**src/source/fabric_params.svh**
```systemverilog
`ifndef FABRIC_PARAMS_SVH
`define FABRIC_PARAMS_SVH

// --------------------------------------------------
// Token widths
// --------------------------------------------------

// Payload carried by every token
`define FABRIC_DATA_W 16

// Tag travelling next to the payload
`define FABRIC_TAG_W 4

// --------------------------------------------------
// Buffering and configuration
// --------------------------------------------------

// Input buffers on the A and B streams
`define FABRIC_IN_DEPTH 2

// Result buffer ahead of the tile output
`define FABRIC_OUT_DEPTH 4

// Register address space of the config block
`define FABRIC_CFG_AW 2

`endif
```
**src/source/fabric_pkg.sv**
```systemverilog
`default_nettype none

`include "fabric_params.svh"

package fabric_pkg;

  // --------------------------------------------------
  // Stream token
  // --------------------------------------------------

  // Tag in the upper bits, data below it
  typedef struct packed {
    logic [`FABRIC_TAG_W-1:0]  tag;
    logic [`FABRIC_DATA_W-1:0] data;
  } fabric_token_t;

  // --------------------------------------------------
  // Operation and register map
  // --------------------------------------------------

  // Two-operand operations of the processing element
  typedef enum logic [2:0] {
    OP_ADD    = 3'd0,
    OP_SUB    = 3'd1,
    OP_AND    = 3'd2,
    OP_OR     = 3'd3,
    OP_XOR    = 3'd4,
    OP_SHL    = 3'd5,
    OP_MAX    = 3'd6,  // unsigned compare
    OP_PASS_A = 3'd7
  } fabric_op_e;

  // Register addresses, the top one is unmapped
  typedef enum logic [`FABRIC_CFG_AW-1:0] {
    CFG_OP    = 2'd0,
    CFG_FLAGS = 2'd1,
    CFG_CONST = 2'd2
  } fabric_cfg_addr_e;

  // Full tile configuration as seen by the datapath
  typedef struct packed {
    fabric_op_e                op;
    logic                      bypass_out;
    logic                      use_const;
    logic [`FABRIC_DATA_W-1:0] const_val;
  } fabric_cfg_t;

endpackage

`default_nettype wire

```
**src/source/fabric_tile.sv**
```systemverilog
`timescale 1ns/10ps
`default_nettype none

`include "fabric_params.svh"

// --------------------------------------------------
// One dataflow tile: buffers, PE, output buffer
// --------------------------------------------------
module fabric_tile (
  input  wire logic                         clk,
  input  wire logic                         rst_n,

  // Operand stream A
  input  wire logic                         a_valid,
  output logic                              a_ready,
  input  wire fabric_pkg::fabric_token_t    a_tok,

  // Operand stream B
  input  wire logic                         b_valid,
  output logic                              b_ready,
  input  wire fabric_pkg::fabric_token_t    b_tok,

  // Result stream
  output logic                              res_valid,
  input  wire logic                         res_ready,
  output fabric_pkg::fabric_token_t         res_tok,

  // Configuration strobe
  input  wire logic                         cfg_we,
  input  wire fabric_pkg::fabric_cfg_addr_e cfg_addr,
  input  wire logic [`FABRIC_DATA_W-1:0]    cfg_wdata,

  output logic                              err_tag
);

  import fabric_pkg::*;

  // Input buffer to PE
  logic          fa_valid;
  logic          fa_ready;
  fabric_token_t fa_tok;
  logic          fb_valid;
  logic          fb_ready;
  fabric_token_t fb_tok;

  // PE to output buffer
  logic          pe_valid;
  logic          pe_ready;
  fabric_token_t pe_tok;

  fabric_cfg_t   cfg;
  logic          busy;

  // Any token held anywhere in the tile
  assign busy = fa_valid | fb_valid | pe_valid | res_valid;

  // --------------------------------------------------
  // Input buffers, never bypassed
  // --------------------------------------------------

  fabric_fifo #(
    .DEPTH (`FABRIC_IN_DEPTH)
  ) u_fifo_a (
    .clk       (clk),
    .rst_n     (rst_n),
    .in_valid  (a_valid),
    .in_ready  (a_ready),
    .in_tok    (a_tok),
    .out_valid (fa_valid),
    .out_ready (fa_ready),
    .out_tok   (fa_tok),
    .bypass    (1'b0)
  );

  fabric_fifo #(
    .DEPTH (`FABRIC_IN_DEPTH)
  ) u_fifo_b (
    .clk       (clk),
    .rst_n     (rst_n),
    .in_valid  (b_valid),
    .in_ready  (b_ready),
    .in_tok    (b_tok),
    .out_valid (fb_valid),
    .out_ready (fb_ready),
    .out_tok   (fb_tok),
    .bypass    (1'b0)
  );

  // --------------------------------------------------
  // Configuration and compute
  // --------------------------------------------------

  fabric_cfg u_cfg (
    .clk       (clk),
    .rst_n     (rst_n),
    .cfg_we    (cfg_we),
    .cfg_addr  (cfg_addr),
    .cfg_wdata (cfg_wdata),
    .busy      (busy),
    .cfg       (cfg)
  );

  fabric_pe u_pe (
    .clk       (clk),
    .rst_n     (rst_n),
    .cfg       (cfg),
    .a_valid   (fa_valid),
    .a_ready   (fa_ready),
    .a_tok     (fa_tok),
    .b_valid   (fb_valid),
    .b_ready   (fb_ready),
    .b_tok     (fb_tok),
    .res_valid (pe_valid),
    .res_ready (pe_ready),
    .res_tok   (pe_tok),
    .err_tag   (err_tag)
  );

  // Output buffer, bypass from config
  fabric_fifo #(
    .DEPTH (`FABRIC_OUT_DEPTH)
  ) u_fifo_out (
    .clk       (clk),
    .rst_n     (rst_n),
    .in_valid  (pe_valid),
    .in_ready  (pe_ready),
    .in_tok    (pe_tok),
    .out_valid (res_valid),
    .out_ready (res_ready),
    .out_tok   (res_tok),
    .bypass    (cfg.bypass_out)
  );

endmodule

`default_nettype wire

```
**src/source/fabric_pe.sv**
```systemverilog
`timescale 1ns/10ps
`default_nettype none

`include "fabric_params.svh"

// --------------------------------------------------
// Join of A and B, one operation, one output stage
// --------------------------------------------------
module fabric_pe (
  input  wire logic                      clk,
  input  wire logic                      rst_n,

  input  wire fabric_pkg::fabric_cfg_t   cfg,

  // Operand A
  input  wire logic                      a_valid,
  output logic                           a_ready,
  input  wire fabric_pkg::fabric_token_t a_tok,

  // Operand B, idle in constant mode
  input  wire logic                      b_valid,
  output logic                           b_ready,
  input  wire fabric_pkg::fabric_token_t b_tok,

  // Registered result
  output logic                           res_valid,
  input  wire logic                      res_ready,
  output fabric_pkg::fabric_token_t      res_tok,

  // Sticky tag mismatch
  output logic                           err_tag
);

  import fabric_pkg::*;

  logic                      can_accept;
  logic                      b_present;
  logic                      fire;
  logic [`FABRIC_DATA_W-1:0] opnd_a;
  logic [`FABRIC_DATA_W-1:0] opnd_b;
  logic [`FABRIC_DATA_W-1:0] result;
  logic                      tag_mismatch;

  // --------------------------------------------------
  // Handshake join
  // --------------------------------------------------

  // Output stage empty or draining this cycle
  assign can_accept = !res_valid || res_ready;

  // Constant stands in for B
  assign b_present = cfg.use_const || b_valid;

  assign fire = a_valid && b_present && can_accept;

  // Each side waits for its partner
  assign a_ready = b_present && can_accept;
  assign b_ready = !cfg.use_const && a_valid && can_accept;

  // --------------------------------------------------
  // Operation
  // --------------------------------------------------

  assign opnd_a = a_tok.data;
  assign opnd_b = cfg.use_const ? cfg.const_val : b_tok.data;

  // All arithmetic wraps at the data width
  always_comb begin
    case (cfg.op)
      OP_ADD:    result = opnd_a + opnd_b;
      OP_SUB:    result = opnd_a - opnd_b;
      OP_AND:    result = opnd_a & opnd_b;
      OP_OR:     result = opnd_a | opnd_b;
      OP_XOR:    result = opnd_a ^ opnd_b;
      // Shift amount from the low nibble
      OP_SHL:    result = opnd_a << opnd_b[3:0];
      OP_MAX:    result = (opnd_a > opnd_b) ? opnd_a : opnd_b;
      OP_PASS_A: result = opnd_a;
      default:   result = opnd_a;
    endcase
  end

  // Tags only compared when B is really joined
  assign tag_mismatch = fire && !cfg.use_const && (a_tok.tag != b_tok.tag);

  // --------------------------------------------------
  // Output stage
  // --------------------------------------------------

  always_ff @(posedge clk or negedge rst_n) begin
    if (!rst_n) begin
      res_valid <= 1'b0;
    end else if (fire) begin
      res_valid <= 1'b1;
    end else if (res_ready) begin
      res_valid <= 1'b0;
    end
  end

  // Result keeps the tag of A
  always_ff @(posedge clk) begin
    if (fire) begin
      res_tok.tag  <= a_tok.tag;
      res_tok.data <= result;
    end
  end

  // Set once, held until reset
  always_ff @(posedge clk or negedge rst_n) begin
    if (!rst_n) begin
      err_tag <= 1'b0;
    end else if (tag_mismatch) begin
      err_tag <= 1'b1;
    end
  end

endmodule

`default_nettype wire

```
**src/source/fabric_cfg.sv**
```systemverilog
`timescale 1ns/10ps
`default_nettype none

`include "fabric_params.svh"

// --------------------------------------------------
// Tile configuration registers
// --------------------------------------------------
module fabric_cfg (
  input  wire logic                         clk,
  input  wire logic                         rst_n,

  // Write strobe, no handshake
  input  wire logic                         cfg_we,
  input  wire fabric_pkg::fabric_cfg_addr_e cfg_addr,
  input  wire logic [`FABRIC_DATA_W-1:0]    cfg_wdata,

  // Tokens somewhere in the tile
  input  wire logic                         busy,

  output fabric_pkg::fabric_cfg_t           cfg
);

  import fabric_pkg::*;

  // Register fields
  fabric_op_e                op_q;
  logic                      bypass_q;
  logic                      use_const_q;
  logic [`FABRIC_DATA_W-1:0] const_q;

  // Address decode and write
  always_ff @(posedge clk or negedge rst_n) begin
    if (!rst_n) begin
      // Pass A through, buffered, no constant
      op_q        <= OP_PASS_A;
      bypass_q    <= 1'b0;
      use_const_q <= 1'b0;
      const_q     <= '0;
    end else if (cfg_we) begin
      case (cfg_addr)
        CFG_OP: begin
          op_q <= fabric_op_e'(cfg_wdata[2:0]);
        end
        CFG_FLAGS: begin
          // Bit 0 output bypass, bit 1 constant operand
          bypass_q    <= cfg_wdata[0];
          use_const_q <= cfg_wdata[1];
        end
        CFG_CONST: begin
          const_q <= cfg_wdata;
        end
        default: begin
          // Unmapped address, write dropped
        end
      endcase
    end
  end

  // Packed view for the datapath
  assign cfg = '{
    op:         op_q,
    bypass_out: bypass_q,
    use_const:  use_const_q,
    const_val:  const_q
  };

  // Reconfiguring with tokens in flight would mix two setups
  a_no_write_busy: assert property (
    @(posedge clk) disable iff (!rst_n)
    cfg_we |-> !busy
  ) else $error("fabric_cfg: config write while tile busy");

endmodule

`default_nettype wire

```
**src/source/fabric_fifo.sv**
```systemverilog
`timescale 1ns/10ps
`default_nettype none

// --------------------------------------------------
// Stream buffer with optional zero-cycle bypass
// --------------------------------------------------
module fabric_fifo #(
  parameter int DEPTH = 2
) (
  input  wire logic                    clk,
  input  wire logic                    rst_n,

  // Upstream side
  input  wire logic                    in_valid,
  output logic                         in_ready,
  input  wire fabric_pkg::fabric_token_t in_tok,

  // Downstream side
  output logic                         out_valid,
  input  wire logic                    out_ready,
  output fabric_pkg::fabric_token_t    out_tok,

  // High selects the combinational path
  input  wire logic                    bypass
);

  import fabric_pkg::*;

  // Core-side stream
  logic          core_in_valid;
  logic          core_in_ready;
  fabric_token_t core_in_tok;
  logic          core_out_valid;
  logic          core_out_ready;
  fabric_token_t core_out_tok;

  // Path select
  always_comb begin
    if (bypass) begin
      // Straight wire from input to output
      out_valid      = in_valid;
      out_tok        = in_tok;
      in_ready       = out_ready;
      // Core sees no traffic
      core_in_valid  = 1'b0;
      core_in_tok    = '0;
      core_out_ready = 1'b0;
    end else begin
      // Everything goes through the buffer
      core_in_valid  = in_valid;
      core_in_tok    = in_tok;
      in_ready       = core_in_ready;
      out_valid      = core_out_valid;
      out_tok        = core_out_tok;
      core_out_ready = out_ready;
    end
  end

  fabric_fifo_core #(
    .DEPTH (DEPTH)
  ) u_core (
    .clk       (clk),
    .rst_n     (rst_n),
    .in_valid  (core_in_valid),
    .in_ready  (core_in_ready),
    .in_tok    (core_in_tok),
    .out_valid (core_out_valid),
    .out_ready (core_out_ready),
    .out_tok   (core_out_tok)
  );

  // Upstream must hold a stalled token unchanged
  a_in_stable: assert property (
    @(posedge clk) disable iff (!rst_n)
    (in_valid && !in_ready) |=> (in_valid && $stable(in_tok))
  ) else $error("fabric_fifo: stalled input token changed");

endmodule

// --------------------------------------------------
// Circular buffer with head, tail and count
// --------------------------------------------------
module fabric_fifo_core #(
  parameter int DEPTH = 2
) (
  input  wire logic                    clk,
  input  wire logic                    rst_n,

  input  wire logic                    in_valid,
  output logic                         in_ready,
  input  wire fabric_pkg::fabric_token_t in_tok,

  output logic                         out_valid,
  input  wire logic                    out_ready,
  output fabric_pkg::fabric_token_t    out_tok
);

  import fabric_pkg::*;

  localparam int PTR_W = (DEPTH > 1) ? $clog2(DEPTH) : 1;
  localparam int CNT_W = $clog2(DEPTH + 1);
  // Single slot buffers never accept while full
  localparam bit WRITE_THRU = (DEPTH > 1);

  // Slot storage, payload only
  fabric_token_t mem [DEPTH];

  logic [PTR_W-1:0] head;  // next write slot
  logic [PTR_W-1:0] tail;  // oldest entry
  logic [CNT_W-1:0] count;

  logic full;
  logic empty;
  logic do_write;
  logic do_read;

  // Advance with wrap at DEPTH-1, stays at 0 for one slot
  function automatic logic [PTR_W-1:0] ptr_next(input logic [PTR_W-1:0] p);
    if (p == PTR_W'(DEPTH - 1)) begin
      return '0;
    end
    return p + 1'b1;
  endfunction

  assign full  = (count == CNT_W'(DEPTH));
  assign empty = (count == '0);

  assign out_valid = !empty;
  assign out_tok   = mem[tail];

  assign do_read  = out_valid && out_ready;
  // Full slot may be refilled when it is drained on the same edge
  assign in_ready = WRITE_THRU ? (!full || do_read) : !full;
  assign do_write = in_valid && in_ready;

  // Storage write
  always_ff @(posedge clk) begin
    if (do_write) begin
      mem[head] <= in_tok;
    end
  end

  // Pointers and occupancy
  always_ff @(posedge clk or negedge rst_n) begin
    if (!rst_n) begin
      head  <= '0;
      tail  <= '0;
      count <= '0;
    end else begin
      if (do_write) begin
        head <= ptr_next(head);
      end
      if (do_read) begin
        tail <= ptr_next(tail);
      end
      // Simultaneous push and pop leave count alone
      case ({do_write, do_read})
        2'b10:   count <= count + 1'b1;
        2'b01:   count <= count - 1'b1;
        default: count <= count;
      endcase
    end
  end

  a_count_bound: assert property (
    @(posedge clk) disable iff (!rst_n)
    count <= CNT_W'(DEPTH)
  ) else $error("fabric_fifo_core: count above depth");

  // Pointers must agree that the popped slot holds a token
  a_no_pop_empty: assert property (
    @(posedge clk) disable iff (!rst_n)
    do_read |-> (full || (head != tail))
  ) else $error("fabric_fifo_core: pop from empty buffer");

endmodule

`default_nettype wire

```
**config.mk**
```make
export PLATFORM = sky130hd
export DESIGN_NAME = fabric_tile
export DESIGN_NICKNAME = d
export VERILOG_FILES = /design/src/source/fabric_pkg.sv /design/src/source/fabric_tile.sv /design/src/source/fabric_pe.sv /design/src/source/fabric_cfg.sv /design/src/source/fabric_fifo.sv
export VERILOG_INCLUDE_DIRS = /design/src /design/src/source
export SDC_FILE = /design/constraint.sdc
export NUM_CORES = 1
export LEC_CHECK = 0
export BUFFER_PORTS_ARGS = -buffer_cell sky130_fd_sc_hd__buf_2
export CAP_MARGIN = 20
export CORE_AREA = 4 4 193 195
export CTS_CLUSTER_DIAMETER = 30
export DETAILED_ROUTE_END_ITERATION = 8
export DIE_AREA = 0 0 197 199
export SYNTH_ARGS = -nofsm -noshare
export SYNTH_HDL_FRONTEND = slang
export SYNTH_HIERARCHICAL = 1
export SYNTH_SLANG_ARGS = --single-unit
```
**constraint.sdc**
```tcl
create_clock -name clk -period 4.4 [get_ports clk]
set_clock_uncertainty 0.1 [all_clocks]
set_input_delay 0.66 -clock clk [delete_from_list [all_inputs] [get_ports clk]]
set_output_delay 0.66 -clock clk [all_outputs]
set_load 0.01 [all_outputs]
```
Word-level counts from Yosys, hierarchy flattened. Memory sizes are Yosys's and may differ from the RTL's. Index checks and enable logic that the tools add are counted.

Memories: 3. Bits in registers: 58. RAM bits: 160. Word-level logic and storage cells: 142. Output and inout port bits: 24. Input bits: 64.

Memories: u_fifo_out.u_core.mem (words 4, bits a word 20, read ports 1, clocked after memory_dff 0, wr ports 1, RTL line fabric_fifo.sv:106) `fabric_token_t mem [DEPTH];`; u_fifo_a.u_core.mem (words 2, bits a word 20, read ports 1, clocked after memory_dff 0, wr ports 1, RTL line fabric_fifo.sv:106); u_fifo_b.u_core.mem (words 2, bits a word 20, read ports 1, clocked after memory_dff 0, wr ports 1, RTL line fabric_fifo.sv:106).

Magnitude comparators: 1. Bitwise operators: 3. Multiplexer cells: 44. Equal/unequal tests: 21. Reductions and logical operators: 38. Shift operators: 1. Add/subtract/negate cells: 14.

Operators by type and width (number): $pmux 16 s8 (1); $mux 20 (2); $mux 1 (32); $mux 16 (2); $add 16x16->16 (1); $and 16x16->16 (1); $eq 2x2->1 const B (8); $gt 16x16->1 (1); $or 16x16->16 (1); $shl 16x4->16 (1); $sub 16x16->16 (1); $xor 16x16->16 (1); $eq 3x3->1 const B (5); $logic_and 1x1->1 (13); $add 2x1->2 const B (4); $eq 2x1->1 const B (4); $logic_not 1->1 (8); $mux 2 (4); $pmux 2 s2 (2); $reduce_bool 2->1 (4); $eq 3x2->1 const B (2); $logic_not 2->1 (3); $logic_not 3->1 (2); $pmux 3 s2 (1); other kinds (8) (18).

Depth between registers and ports, before layout. Gate-level depths: netlist of run 1.

Depth in word-level cells: 12. Gate-level depth with buffers: 17. Gate-level depth less buffers: 14.

Cells and area by module. Netlist of run 1, hierarchy kept.

Modules (own cells, without submodules): fabric_pe (times used 1, sequential area each 650.6 µm², area each 4534.3 µm², cells an instance 590); fabric_fifo_core at u_fifo_out.u_core (times used 1, sequential area each 2577.5 µm², area each 3379.5 µm², cells an instance 154); fabric_fifo_core at u_fifo_b.u_core (times used 1, sequential area each 1301.2 µm², area each 1684.1 µm², cells an instance 87); fabric_fifo_core at u_fifo_a.u_core (times used 1, sequential area each 1301.2 µm², area each 1642.8 µm², cells an instance 79); fabric_fifo (times used 3, sequential area each 0.0 µm², area each 509.2 µm², cells an instance 49); fabric_cfg (times used 1, sequential area each 529.3 µm², area each 869.6 µm², cells an instance 48); fabric_tile (times used 1, sequential area each 0.0 µm², area each 11.3 µm², cells an instance 2).

Worst setup path after synthesis of run 1. No wires, ideal clock.

Path kind: reg2reg. Start: register u_fifo_b.u_core.tail. End: register u_pe/res_tok[10] in the netlist's numbering, data pin. Period minus slack after synthesis: 3.992 ns. Setup slack: 0.408 ns. Cell stages (with the launch flop): 17. Required time: 4.034 ns. Path buffers: 3. Data arrival time: 3.626 ns. Setup time: 0.266 ns. Path through: dfrtp_1 buf_2 mux2_2 mux2_4 mux2i_1 buf_6 buf_12 inv_1 ha_1 fa_1 o21bai_2 o2111ai_2 o311a_1 o31ai_1 xnor2_1 a221oi_1 o21ai_1.

RTL lines: from (decl) (RTL line fabric_fifo.sv:109) `logic [PTR_W-1:0] tail;`; from (signal assigned) (RTL line fabric_fifo.sv:154) `tail <= ptr_next(tail);`; to (decl) (RTL line fabric_pe.sv:28) `output fabric_pkg::fabric_token_t res_tok,`.

==> metrics, run 1 <==
Tmin final=4.198 ns; DRC Markers=0; worst-path maximum fanout=8; Reg2Reg Depth=14; Synth warnings=6; IO buf count=87; Syn Inst Count=1106; P per Cell Area=693.2 mW/mm²; Slew Limit Headroom=23.19%; RSZ-0062 raised after global routing=false; final antenna-violating net count=0; mapped cell area=0.01364 mm²; worst setup path end=u_pe/res_tok[15]; clock transition at the registers of the reported paths=0.05 ns; clk sinks=218; Detail Placement HPWL=about 26 mm; Layout Cells excl Fill=1742; WP data arrival=around 4.4 ns; worst hold path class=input pin to async pin; Hold Fails Final Rpt=0; area grow syn2layout=19.62%; antenna diode count=0; WS Path Type=flop to flop; CTS tree=done; DRT Wirelength=~36 mm; DRT Pass-1 Iters=5; Hold-fix buffers, CTS=0; clock root buffer=clkbuf_16; Fmax achieved=238.2 MHz; Placed Instances=1648; routed vias=approximately 9500; GRT Total Usage=18.10%; GPL Wtd Cong=0.9717; Final Cycle Share=a little over nine tenths; CP Launch Type=flop; CTS Buffer Depth=3; core area=0.03540 mm²; nets=1361; vias in the first global route=9592; Die Y=199 µm; wire per inst=roughly 21 µm; share of layout cells above drive strength 1=between 30% and 40%; reg-to-reg startpoint=u_fifo_b/u_core/tail; H-tree depth=2; MaxCap Viol Count=0; Req. time, crit path=4.59 ns; Final setup violation count=0; Critical path origin=u_fifo_b/u_core/tail; Slew Viols, Final=0; Die X=197 µm; post-CTS sizing=0; status=completed; gr ovfl total=0; Vias/cell=5.460; VDD IR max=403.1 µV; Slew @ Worst Pin=1.148 ns; worst skew pair latency=0.55 ns; I/O pin total=88; row cnt=69; antenna violations before repair=0; R2R setup slack=0.20 ns; final setup TNS=0 ns; cts bufs inserted=50; DIE AREA=0.03920 mm²; Synth Area per Inst=between 10 and 15 µm²; largest net degree at the start of global routing=45; Initial Util=about two fifths; Leakage=6.564 nW; Iter 0 DRT Violations=681; first-pass GRT wire length=55.74 mm; Worst Setup End Kind=flop; postcts setup bufs=0; reg-to-reg critical path endpoint=u_pe/res_tok[15]
-- worst min path at each step --
stage | startpoint | end | cells after the start | slack (ns)
2_1_floorplan | rst_n | u_cfg/bypass_q | 0 | 0.26
3_3_place_gp | u_fifo_a/u_core/count[1] | u_fifo_a/u_core/count[1] | 1 | 0.37
3_5_place_dp | u_fifo_a/u_core/count[1] | u_fifo_a/u_core/count[1] | 1 | 0.37
4_1_cts | rst_n | u_cfg/const_q[4] | 2 | 0.12
5_1_grt | rst_n | u_cfg/const_q[4] | 2 | 0.14
6_report | rst_n | u_cfg/const_q[4] | 2 | 0.09
-- worst max-delay path, cell delays in order, from the launching register on --
cell	delay, ns
dfrtp_1	0.36
buf_4	0.19
mux2_2	0.34
mux2_4	0.26
mux2_2	0.30
inv_1	0.14
ha_1	0.19
buf_4	0.17
nor2b_1	0.07
o31ai_1	0.35
nand4_1	0.15
o31ai_1	0.36
mux2_2	0.38
a211o_1	0.29
a211o_1	0.27
-- state kept, by name (all words and copies together) (netlist names), 3 cells and up --
name	count
u_pe/res_tok	20
u_cfg/const_q	16
u_cfg/op_q	3
u_fifo_b/u_core/mem	40
u_fifo_a/u_core/mem	40
u_fifo_out/u_core/count	3
u_fifo_out/u_core/mem	80
-- per-layer routing --
layer / wire length (µm) / track usage (%)
met1: 16230 / 25.64
met2: 15940 / 27.85
met3: 2791 / 4.116
met4: 843 / 5.573
met5: 0 / 0
-- cells in the final DEF, fill, tap and decap left out, types with 36 or more instances in the layout --
cell type and instances:
mux2_4 65, nand2_1 52, buf_2 87, clkbuf_16 51
o21ai_0 36, inv_1 56, a21oi_1 44, buf_4 61
ha_1 55, nor2_1 57, edfxtp_1 180, mux2_2 70
nor2b_1 76
-- area by class of cell --
class | count | area, µm²
clock buffers | 56 | 1295
clock inverters | 38 | 351.6
fillers | 3264 | 19080
inverters | 57 | 214.0
multi-input cells | 764 | 6626
flip-flops and latches | 218 | 6361
well taps | 461 | 576.8
repair buffers | 148 | 893.4
-- metrics by stage --
step	area, µm²	util, %	hold WS (ns)	setup slack (ns)	power, W
floorplan	13650	-	0.2644	0.4080	0.006346
global placement	14670	41.45	0.3695	0.2864	0.007736
detailed placement	14670	41.45	0.3739	0.2708	0.007747
CTS	16320	46.10	0.1193	0.2610	0.01135
global route	16320	46.10	0.1386	0.02442	0.01192
finish	16320	46.10	0.08771	0.2019	0.01131
-- power breakdown --
group	total [W]	switching, W	internal (W)
sequential	0.00311	0.000293	0.00282
clock	0.00354	0.00121	0.00232
combinational	0.00466	0.00258	0.00208
total	0.0113	0.00409	0.00722
Power figures use the tool's default switching activity.
==> inputs of run 2 (changes only) <==
--- a/config.mk
+++ b/config.mk
@@ -8,11 +8,10 @@
 export LEC_CHECK = 0
 export BUFFER_PORTS_ARGS = -buffer_cell sky130_fd_sc_hd__buf_2
 export CAP_MARGIN = 20
-export CORE_AREA = 4 4 193 195
+export CORE_AREA = 4 4 181 183
 export CTS_CLUSTER_DIAMETER = 30
 export DETAILED_ROUTE_END_ITERATION = 8
-export DIE_AREA = 0 0 197 199
+export DIE_AREA = 0 0 185 187
 export SYNTH_ARGS = -nofsm -noshare
 export SYNTH_HDL_FRONTEND = slang
-export SYNTH_HIERARCHICAL = 1
 export SYNTH_SLANG_ARGS = --single-unit
==> run 2 against run 1 <==
Fmax up 1.7%. Flip-flop and latch count unchanged. First-iteration DRC count up 31%. Total power is 8.2% higher. Count of clock-buffer cells in the layout is 5 lower. Cell count shrank 9.9%. Design area down 9.6%. Clock power down 3%. Critical path type unchanged. Highest routed layer unchanged.
==> metrics, run 2 <==
Post-synth EDFFs=180; RSZ-0062 raised after global routing=false; antenna violations before repair=0 (unchanged); CP peak stage delay=0.54 ns (+0.16 ns); biggest regs=u_fifo_out.u_core.mem (80), u_fifo_a.u_core.mem (40), u_fifo_b.u_core.mem (40); GRT Total Usage=17.96% (-0.14 points); core area=0.03123 mm² (-12%); Vias/cell=5.451 (-0.17%); largest net degree at the start of global routing=47 (+4.4%); DRC Markers=0 (unchanged); antenna diode count=0 (unchanged); Final Cycle Share=93.85% (-1.6 points); Syn Inst Count=1000 (-9.6%); Detail Placement HPWL=22.78 mm (-11%); vias in the first global route=8536 (-11%); Synth area leader=edfxtp_1; slowest CP cell=dfrtp_1; asr flop ratio synth=17.43%; footprint of the multi-input gates=0.005275 mm² (-20%); WP data arrival=4.29 ns (-0.09 ns); gr ovfl total=0 (unchanged); Slew Viols, Final=0 (unchanged); FF/Latch Area=0.006361 mm² (unchanged); Fmax achieved=242.2 MHz (+1.7%); status=completed; P per Cell Area=830.0 mW/mm² (+20%); CTS Buffer Depth=3 (unchanged); crit-path cells=buf_4 > nor2_1 > a21oi_1 > ha_1 > buf_4 > a21oi_1 > o211ai_1 > a21oi_1 > a22oi_4 > mux2i_1 > a211oi_2 > nand2_1 > a221o_1; DRT Pass-1 Iters=5 (unchanged); mapped cell area=0.01205 mm² (-12%); H-tree depth=2 (unchanged); Final setup violation count=0 (unchanged); Top reg by flops=u_fifo_out.u_core.mem; #FFs+latches synth=218; Layout fillers=2822 (-14%); Die X=185 µm (-6.1%); area grow syn2layout=22.40%; Worst Setup End Kind=flop; MaxCap Viol Count=0 (unchanged); worst hold path class=input pin to flop; most frequent cells in the layout=edfxtp_1, buf_2, nor2_1; clock root buffer=clkbuf_16; max reg flops=80 (unchanged); Seq/Total Area, Yosys=between 50% and 60%; IO buf count=87 (unchanged); first-pass GRT wire length=49.15 mm (-12%); commonest non-fill, non-tap cell in the layout=edfxtp_1; cts bufs inserted=45 (-10%); routed vias=8553 (-10%); CP dominant cell by count=a21oi_1; clk sinks=218 (unchanged); wire per inst=20.11 µm (-2.2%); Initial Util=38.59% (+0.046 points); postcts setup bufs=0 (unchanged); Synth warnings=0 (-6); row cnt=65 (-5.8%); Yosys top cell area share=44.86%; final setup TNS=0 ns (unchanged); CTS tree=done; Hold Fails Final Rpt=0 (unchanged); Netlist cell types=71; worst skew pair latency=0.53 ns (-0.02 ns); DIE AREA=0.03460 mm² (-12%); Die Y=187 µm (-6.0%); Slew @ Worst Pin=1.058 ns (-0.08971 ns); Leakage=5.845 nW (-11%); clock transition at the registers of the reported paths=0.05 ns (about the same); Req. time, crit path=4.56 ns (-0.03 ns); ys flop type=edfxtp_1; Slew Limit Headroom=29.46% (+6.3 points); ranking of synthesized cells by area=edfxtp_1, dfrtp_1, ha_1; Tmin final=4.129 ns (-0.06874 ns); CP Launch Type=flop; final antenna-violating net count=0 (unchanged); share of layout cells above drive strength 1=25.96% (-6.9 points); nets=1254 (-7.9%); worst-path maximum fanout=24 (+16); DRT Wirelength=31.55 mm (-12%); Core Util, Final=47.23% (+1.1 points); most common cell in the netlist=edfxtp_1; Iter 0 DRT Violations=890 (+31%); Mapped Nets=~1100; WS Path Type=flop to flop; VDD IR max=458.9 µV (+14%); Synth Area per Inst=12.05 µm² (-2.3%); I/O pin total=88 (unchanged); top cells by count, synth=edfxtp_1, nor2_1, a21oi_1, nand2_1, mux2i_1; GPL Wtd Cong=0.9538 (-1.8%)
==> run 2: final timing paths <==
| path | slack (ns) | end | cells after the start | startpoint |
|---|---|---|---|---|
| setup / recovery | 0.27 | u_pe.res_tok[9] | 13 | u_cfg.use_const_q |
| hold / removal | 0.22 | u_fifo_b.u_core.mem[1][9] | 1 | b_tok[9] |
| setup reg to reg | 0.27 | u_pe.res_tok[9] | 13 | u_cfg.use_const_q |
| hold reg to reg | 0.37 | u_pe.err_tag | 1 | u_pe.err_tag |
| max in group asynchronous | 3.33 | u_cfg.op_q[1] | 3 | rst_n |
| min in group asynchronous | 0.38 | u_cfg.const_q[10] | 2 | rst_n |
==> run 2: what timing repair did <==
action | CTS | global route
hold buffers | 0 | 1
hold endpoints to repair | 0 | 2
gates resized for setup | 0 | 1
endpoints found under the setup margin | 0 | 1
==> run 2: through the flow <==
stage	hold WS, ns	power [W]	worst slack (ns)	std cells	cell area (µm²)
6_report	0.2153	0.01224	0.2706	1569	14750
4_1_cts	0.2056	0.01228	0.1848	1567	14710
2_1_floorplan	0.2644	0.007045	0.4765	1000	12050
5_1_grt	0.1992	0.01300	0.08843	1569	14750
3_3_place_gp	0.3465	0.008732	0.2839	1484	13150
3_5_place_dp	0.3496	0.008787	0.2087	1484	13150
==> run 2: where the power goes <==
group	switching [W]	internal, W	total, W
clock network	0.00110	0.00232	0.00342
logic	0.00324	0.00223	0.00547
registers	0.000350	0.00301	0.00336
==> run 2: cells by family (layout without fill, tap and decap cells) <==
logic type | count (synthesis) | count (layout) | synth area share (%)
adder cells (fa/ha/maj) | 60 | 60 | 6.396
multiplexers | 135 | 135 | 13.97
XOR/XNOR | 27 | 27 | 1.962
AND/OR/NAND/NOR | 222 | 222 | 8.784
buffers and inverters | 107 | 274 | 3.520
flip-flops | 218 | 218 | 52.78
AO/OA/AOI/OAI | 231 | 231 | 12.59
==> run 2: worst max-delay path, delay by kind of cell (launching register included) <==
| family | cells | cell delay [ns] |
|---|---|---|
| AND/OR/NAND/NOR | 2 | 0.17 |
| adder cells (fa/ha/maj) | 1 | 0.35 |
| flip-flops | 1 | 0.54 |
| multiplexers | 1 | 0.17 |
| AO/OA/AOI/OAI | 7 | 1.98 |
| buffers and inverters | 2 | 0.52 |
==> run 2: final cells by class <==
type / count / area share (%)
clock buffer: 51 / 7.855
clock inverter: 32 / 2.749
inverter: 56 / 1.425
multi-input combinational: 675 / 35.77
sequential: 218 / 43.13
tap: 402 / 3.410
timing repair buffer: 135 / 5.667
==> run 2: per-layer routing <==
| metal | up-vias | global-route usage [%] | share of wire (%) |
|---|---|---|---|
| li1 | 4033 | - | - |
| met2 | 291 | 28.31 | 47 |
| met3 | 55 | 3.170 | 6.6 |
| met4 | 0 | 4.602 | 2.1 |
| met5 | - | 0 | 0 |
| met1 | 4174 | 25.83 | 45 |
==> inputs of run 3 (changes only) <==
--- a/config.mk
+++ b/config.mk
@@ -8,10 +8,10 @@
 export LEC_CHECK = 0
 export BUFFER_PORTS_ARGS = -buffer_cell sky130_fd_sc_hd__buf_2
 export CAP_MARGIN = 20
-export CORE_AREA = 4 4 181 183
+export CORE_AREA = 4 4 149 223
 export CTS_CLUSTER_DIAMETER = 30
 export DETAILED_ROUTE_END_ITERATION = 8
-export DIE_AREA = 0 0 185 187
+export DIE_AREA = 0 0 153 227
 export SYNTH_ARGS = -nofsm -noshare
 export SYNTH_HDL_FRONTEND = slang
 export SYNTH_SLANG_ARGS = --single-unit
==> constraint.sdc (replaced) <==
create_clock -name clk -period 4.4 [get_ports clk]
set_clock_uncertainty 0.1 [all_clocks]
set_input_delay 0.66 -clock clk [delete_from_list [all_inputs] [get_ports clk]]
set_output_delay 0.66 -clock clk [all_outputs]
set_load 0.1 [all_outputs]
==> run 3 against run 2 <==
Total power increased by 2.3%. Via count down 1.3%. Count of clock-buffer cells in the layout down 21. Sequential power down 3%. Critical path depth down 1. Cell count shrank 1.1%. Global-route usage rose by 0.27 points. Non-clock buffer count grew 6. Combinational power increased by 21%. Flip-flop and latch count did not move. Sequential share of layout area rose by 0.98 points. Setup slack got worse by 0.026 ns. Critical path type unchanged. Critical endpoint is now u_pe.res_tok[12]. Largest cell class unchanged.
==> metrics, run 3 (synthesis results as in run 2) <==
max reg flops=80 (unchanged); biggest regs=u_fifo_out.u_core.mem (80), u_fifo_a.u_core.mem (40), u_fifo_b.u_core.mem (40); GPL Wtd Cong=0.9766 (+2.4%); P per Cell Area=868.2 mW/mm² (+4.6%); R2R setup slack=0.24 ns (-0.03 ns); Area after DPL=0.01318 mm² (+0.21%); WP data arrival=4.39 ns (+0.10 ns); combinational share of power=52.8% (+8.1 points); WHS=0.1092 ns (-0.1061 ns); crit-path cells=buf_4 > nor2_1 > a21oi_1 > ha_1 > a211oi_1 > o211ai_1 > a21oi_1 > a22oi_4 > mux2i_1 > a221oi_1 > a21bo_1 > o221a_2; DRC Markers=0 (unchanged); area grow syn2layout=19.67%; clk sinks=218 (unchanged); Hold Fails Final Rpt=0 (unchanged); WS Path Type=flop to flop; first-pass GRT wire length=49.78 mm (+1.3%); clock transition at the registers of the reported paths=0.06 ns (about the same); final antenna-violating net count=0 (unchanged); Req. time, crit path=4.63 ns (+0.07 ns); largest net degree at the start of global routing=47 (unchanged); MaxCap Viol Count=0 (unchanged); H-tree depth=1 (-1); CTS tree=done; Top reg by flops=u_fifo_out.u_core.mem; Reg2Reg Depth=12 (-1); clock root buffer=clkbuf_16; row cnt=79 (+22%); postcts setup bufs=0 (unchanged); commonest non-fill, non-tap cell in the layout=edfxtp_1; antenna violations before repair=0 (unchanged); CP peak stage delay=0.48 ns (-0.06 ns); VDD IR max=385.9 µV (-16%); worst skew pair latency=0.58 ns (+0.05 ns); Die Y=227 µm (+21%); Slew Viols, Final=0 (unchanged); Die X=153 µm (-17%); Tmin final=4.156 ns (+0.02642 ns); Internal=0.006949 W (-8.0%); switching power=0.005571 W (+19%); Clk pwr share=21.2% (-6.7 points); core area=0.03104 mm² (-0.62%); DIE AREA=0.03473 mm² (+0.39%); Flop pwr share=26.1% (-1.3 points); gr ovfl total=0 (unchanged); most frequent cells in the layout=edfxtp_1, buf_2, nor2_1; DRT Wirelength=31.99 mm (+1.4%); cts bufs inserted=30 (-33%); I/O pin total=88 (unchanged); Final setup violation count=0 (unchanged); CP Launch Type=flop; CTS Buffer Depth=3 (unchanged); Leakage=5.684 nW (-2.7%); Detail Placement HPWL=23.88 mm (+4.8%); RSZ-0062 raised after global routing=false; Iter 0 DRT Violations=459 (-48%); Slew Limit Headroom=27.94% (-1.5 points); IO buf count=87 (unchanged); Slew @ Worst Pin=1.081 ns (+0.02280 ns); Final Cycle Share=94.45% (+0.60 points); Hold-fix buffers, CTS=0 (unchanged); reg-to-reg critical path endpoint=u_pe.res_tok[12]; worst hold path class=input pin to async pin; antenna diode count=0 (unchanged); routed vias=8444 (-1.3%); Layout fillers=2840 (+0.64%); Initial Util=38.83% (+0.24 points); DRT Pass-1 Iters=6 (+1); design area=0.01442 mm² (-2.2%); worst-path maximum fanout=26 (+8.3%); CP dominant cell by count=a21oi_1; Worst Setup End Kind=flop; Vias/cell=5.444 (-0.13%); slowest CP cell=dfrtp_1; reg-to-reg startpoint=u_cfg.use_const_q; wire per inst=20.63 µm (+2.6%); nets=1245 (-0.72%); status=completed; share of layout cells above drive strength 1=25.48% (-0.48 points); vias in the first global route=8881 (+4.0%); worst setup path end=u_pe.res_tok[12]; Critical path origin=u_cfg.use_const_q; final setup TNS=0 ns (unchanged); Fmax achieved=240.6 MHz (-0.64%); sw frac=44.50% (+6.2 points); GRT Total Usage=18.23% (+0.27 points)
[run 3: how the worst min path moves through the flow]
stage | slack, ns | to | startpoint
after floorplan | 0.26 | u_cfg.bypass_q | rst_n
after global placement | 0.35 | u_pe.err_tag | u_pe.err_tag
after detailed placement | 0.35 | u_pe.err_tag | u_pe.err_tag
after CTS | 0.12 | u_fifo_a.u_core.head | rst_n
after global routing | 0.15 | u_fifo_b.u_core.mem[0][14] | b_tok[14]
final | 0.11 | u_cfg.const_q[12] | rst_n
[run 3: final cells by class]
type | count | area [µm²] | share of cell area (%)
tap | 405 | 506.7 | 3.514
timing repair buffer | 141 | 910.9 | 6.317
clock inverter | 26 | 405.4 | 2.811
clock buffer | 30 | 750.7 | 5.206
inverter | 56 | 210.2 | 1.458
multi-input combinational | 675 | 5276 | 36.59
sequential | 218 | 6360 | 44.10
[run 3: metal layers]
metal | vias up | routed length [µm] | part of all wire [%] | global-route usage [%]
met5 | - | 0 | 0 | 0
met4 | 0 | 1692 | 5.3 | 9.491
met3 | 81 | 1498 | 4.7 | 2.339
met2 | 254 | 16670 | 52 | 33.82
met1 | 4109 | 12130 | 38 | 20.48
li1 | 4000 | - | - | -
[run 3: per-stage QoR]
| stage | std cells | total power (W) | setup slack, ns | utilization [%] |
|---|---|---|---|---|
| final | 1551 | 0.01252 | 0.2442 | 46.46 |
| after global routing | 1551 | 0.01325 | 0.02954 | 46.46 |
| after CTS | 1548 | 0.01253 | 0.2353 | 46.18 |
| after detailed placement | 1492 | 0.009824 | 0.2552 | 42.45 |
| after global placement | 1492 | 0.009796 | 0.2839 | 42.45 |
| after floorplan | 1000 | 0.008050 | 0.4765 | - |
[run 3: timing repair]
item | CTS | global route
resized for setup | 0 | 1
hold endpoints to repair | 0 | 0
endpoints found under the setup margin | 0 | 1
[run 3: power by group through the flow]
| stage | sequential (W) | clock, W | combinational (W) |
|---|---|---|---|
| floorplan | 0.00318 | 0 | 0.00487 |
| global placement | 0.00329 | 0 | 0.00651 |
| detailed placement | 0.00330 | 0 | 0.00652 |
| CTS | 0.00327 | 0.00271 | 0.00655 |
| global route | 0.00331 | 0.00280 | 0.00713 |
| finish | 0.00326 | 0.00265 | 0.00660 |
[run 3: worst max-delay path: cells and delay by family, from the launching register on]
kind	cells	cell delay, ns
simple gates	1	0.08
buf+inv	1	0.33
fa+ha+maj	1	0.43
flops	1	0.48
compound gates	8	2.31
mux	1	0.16
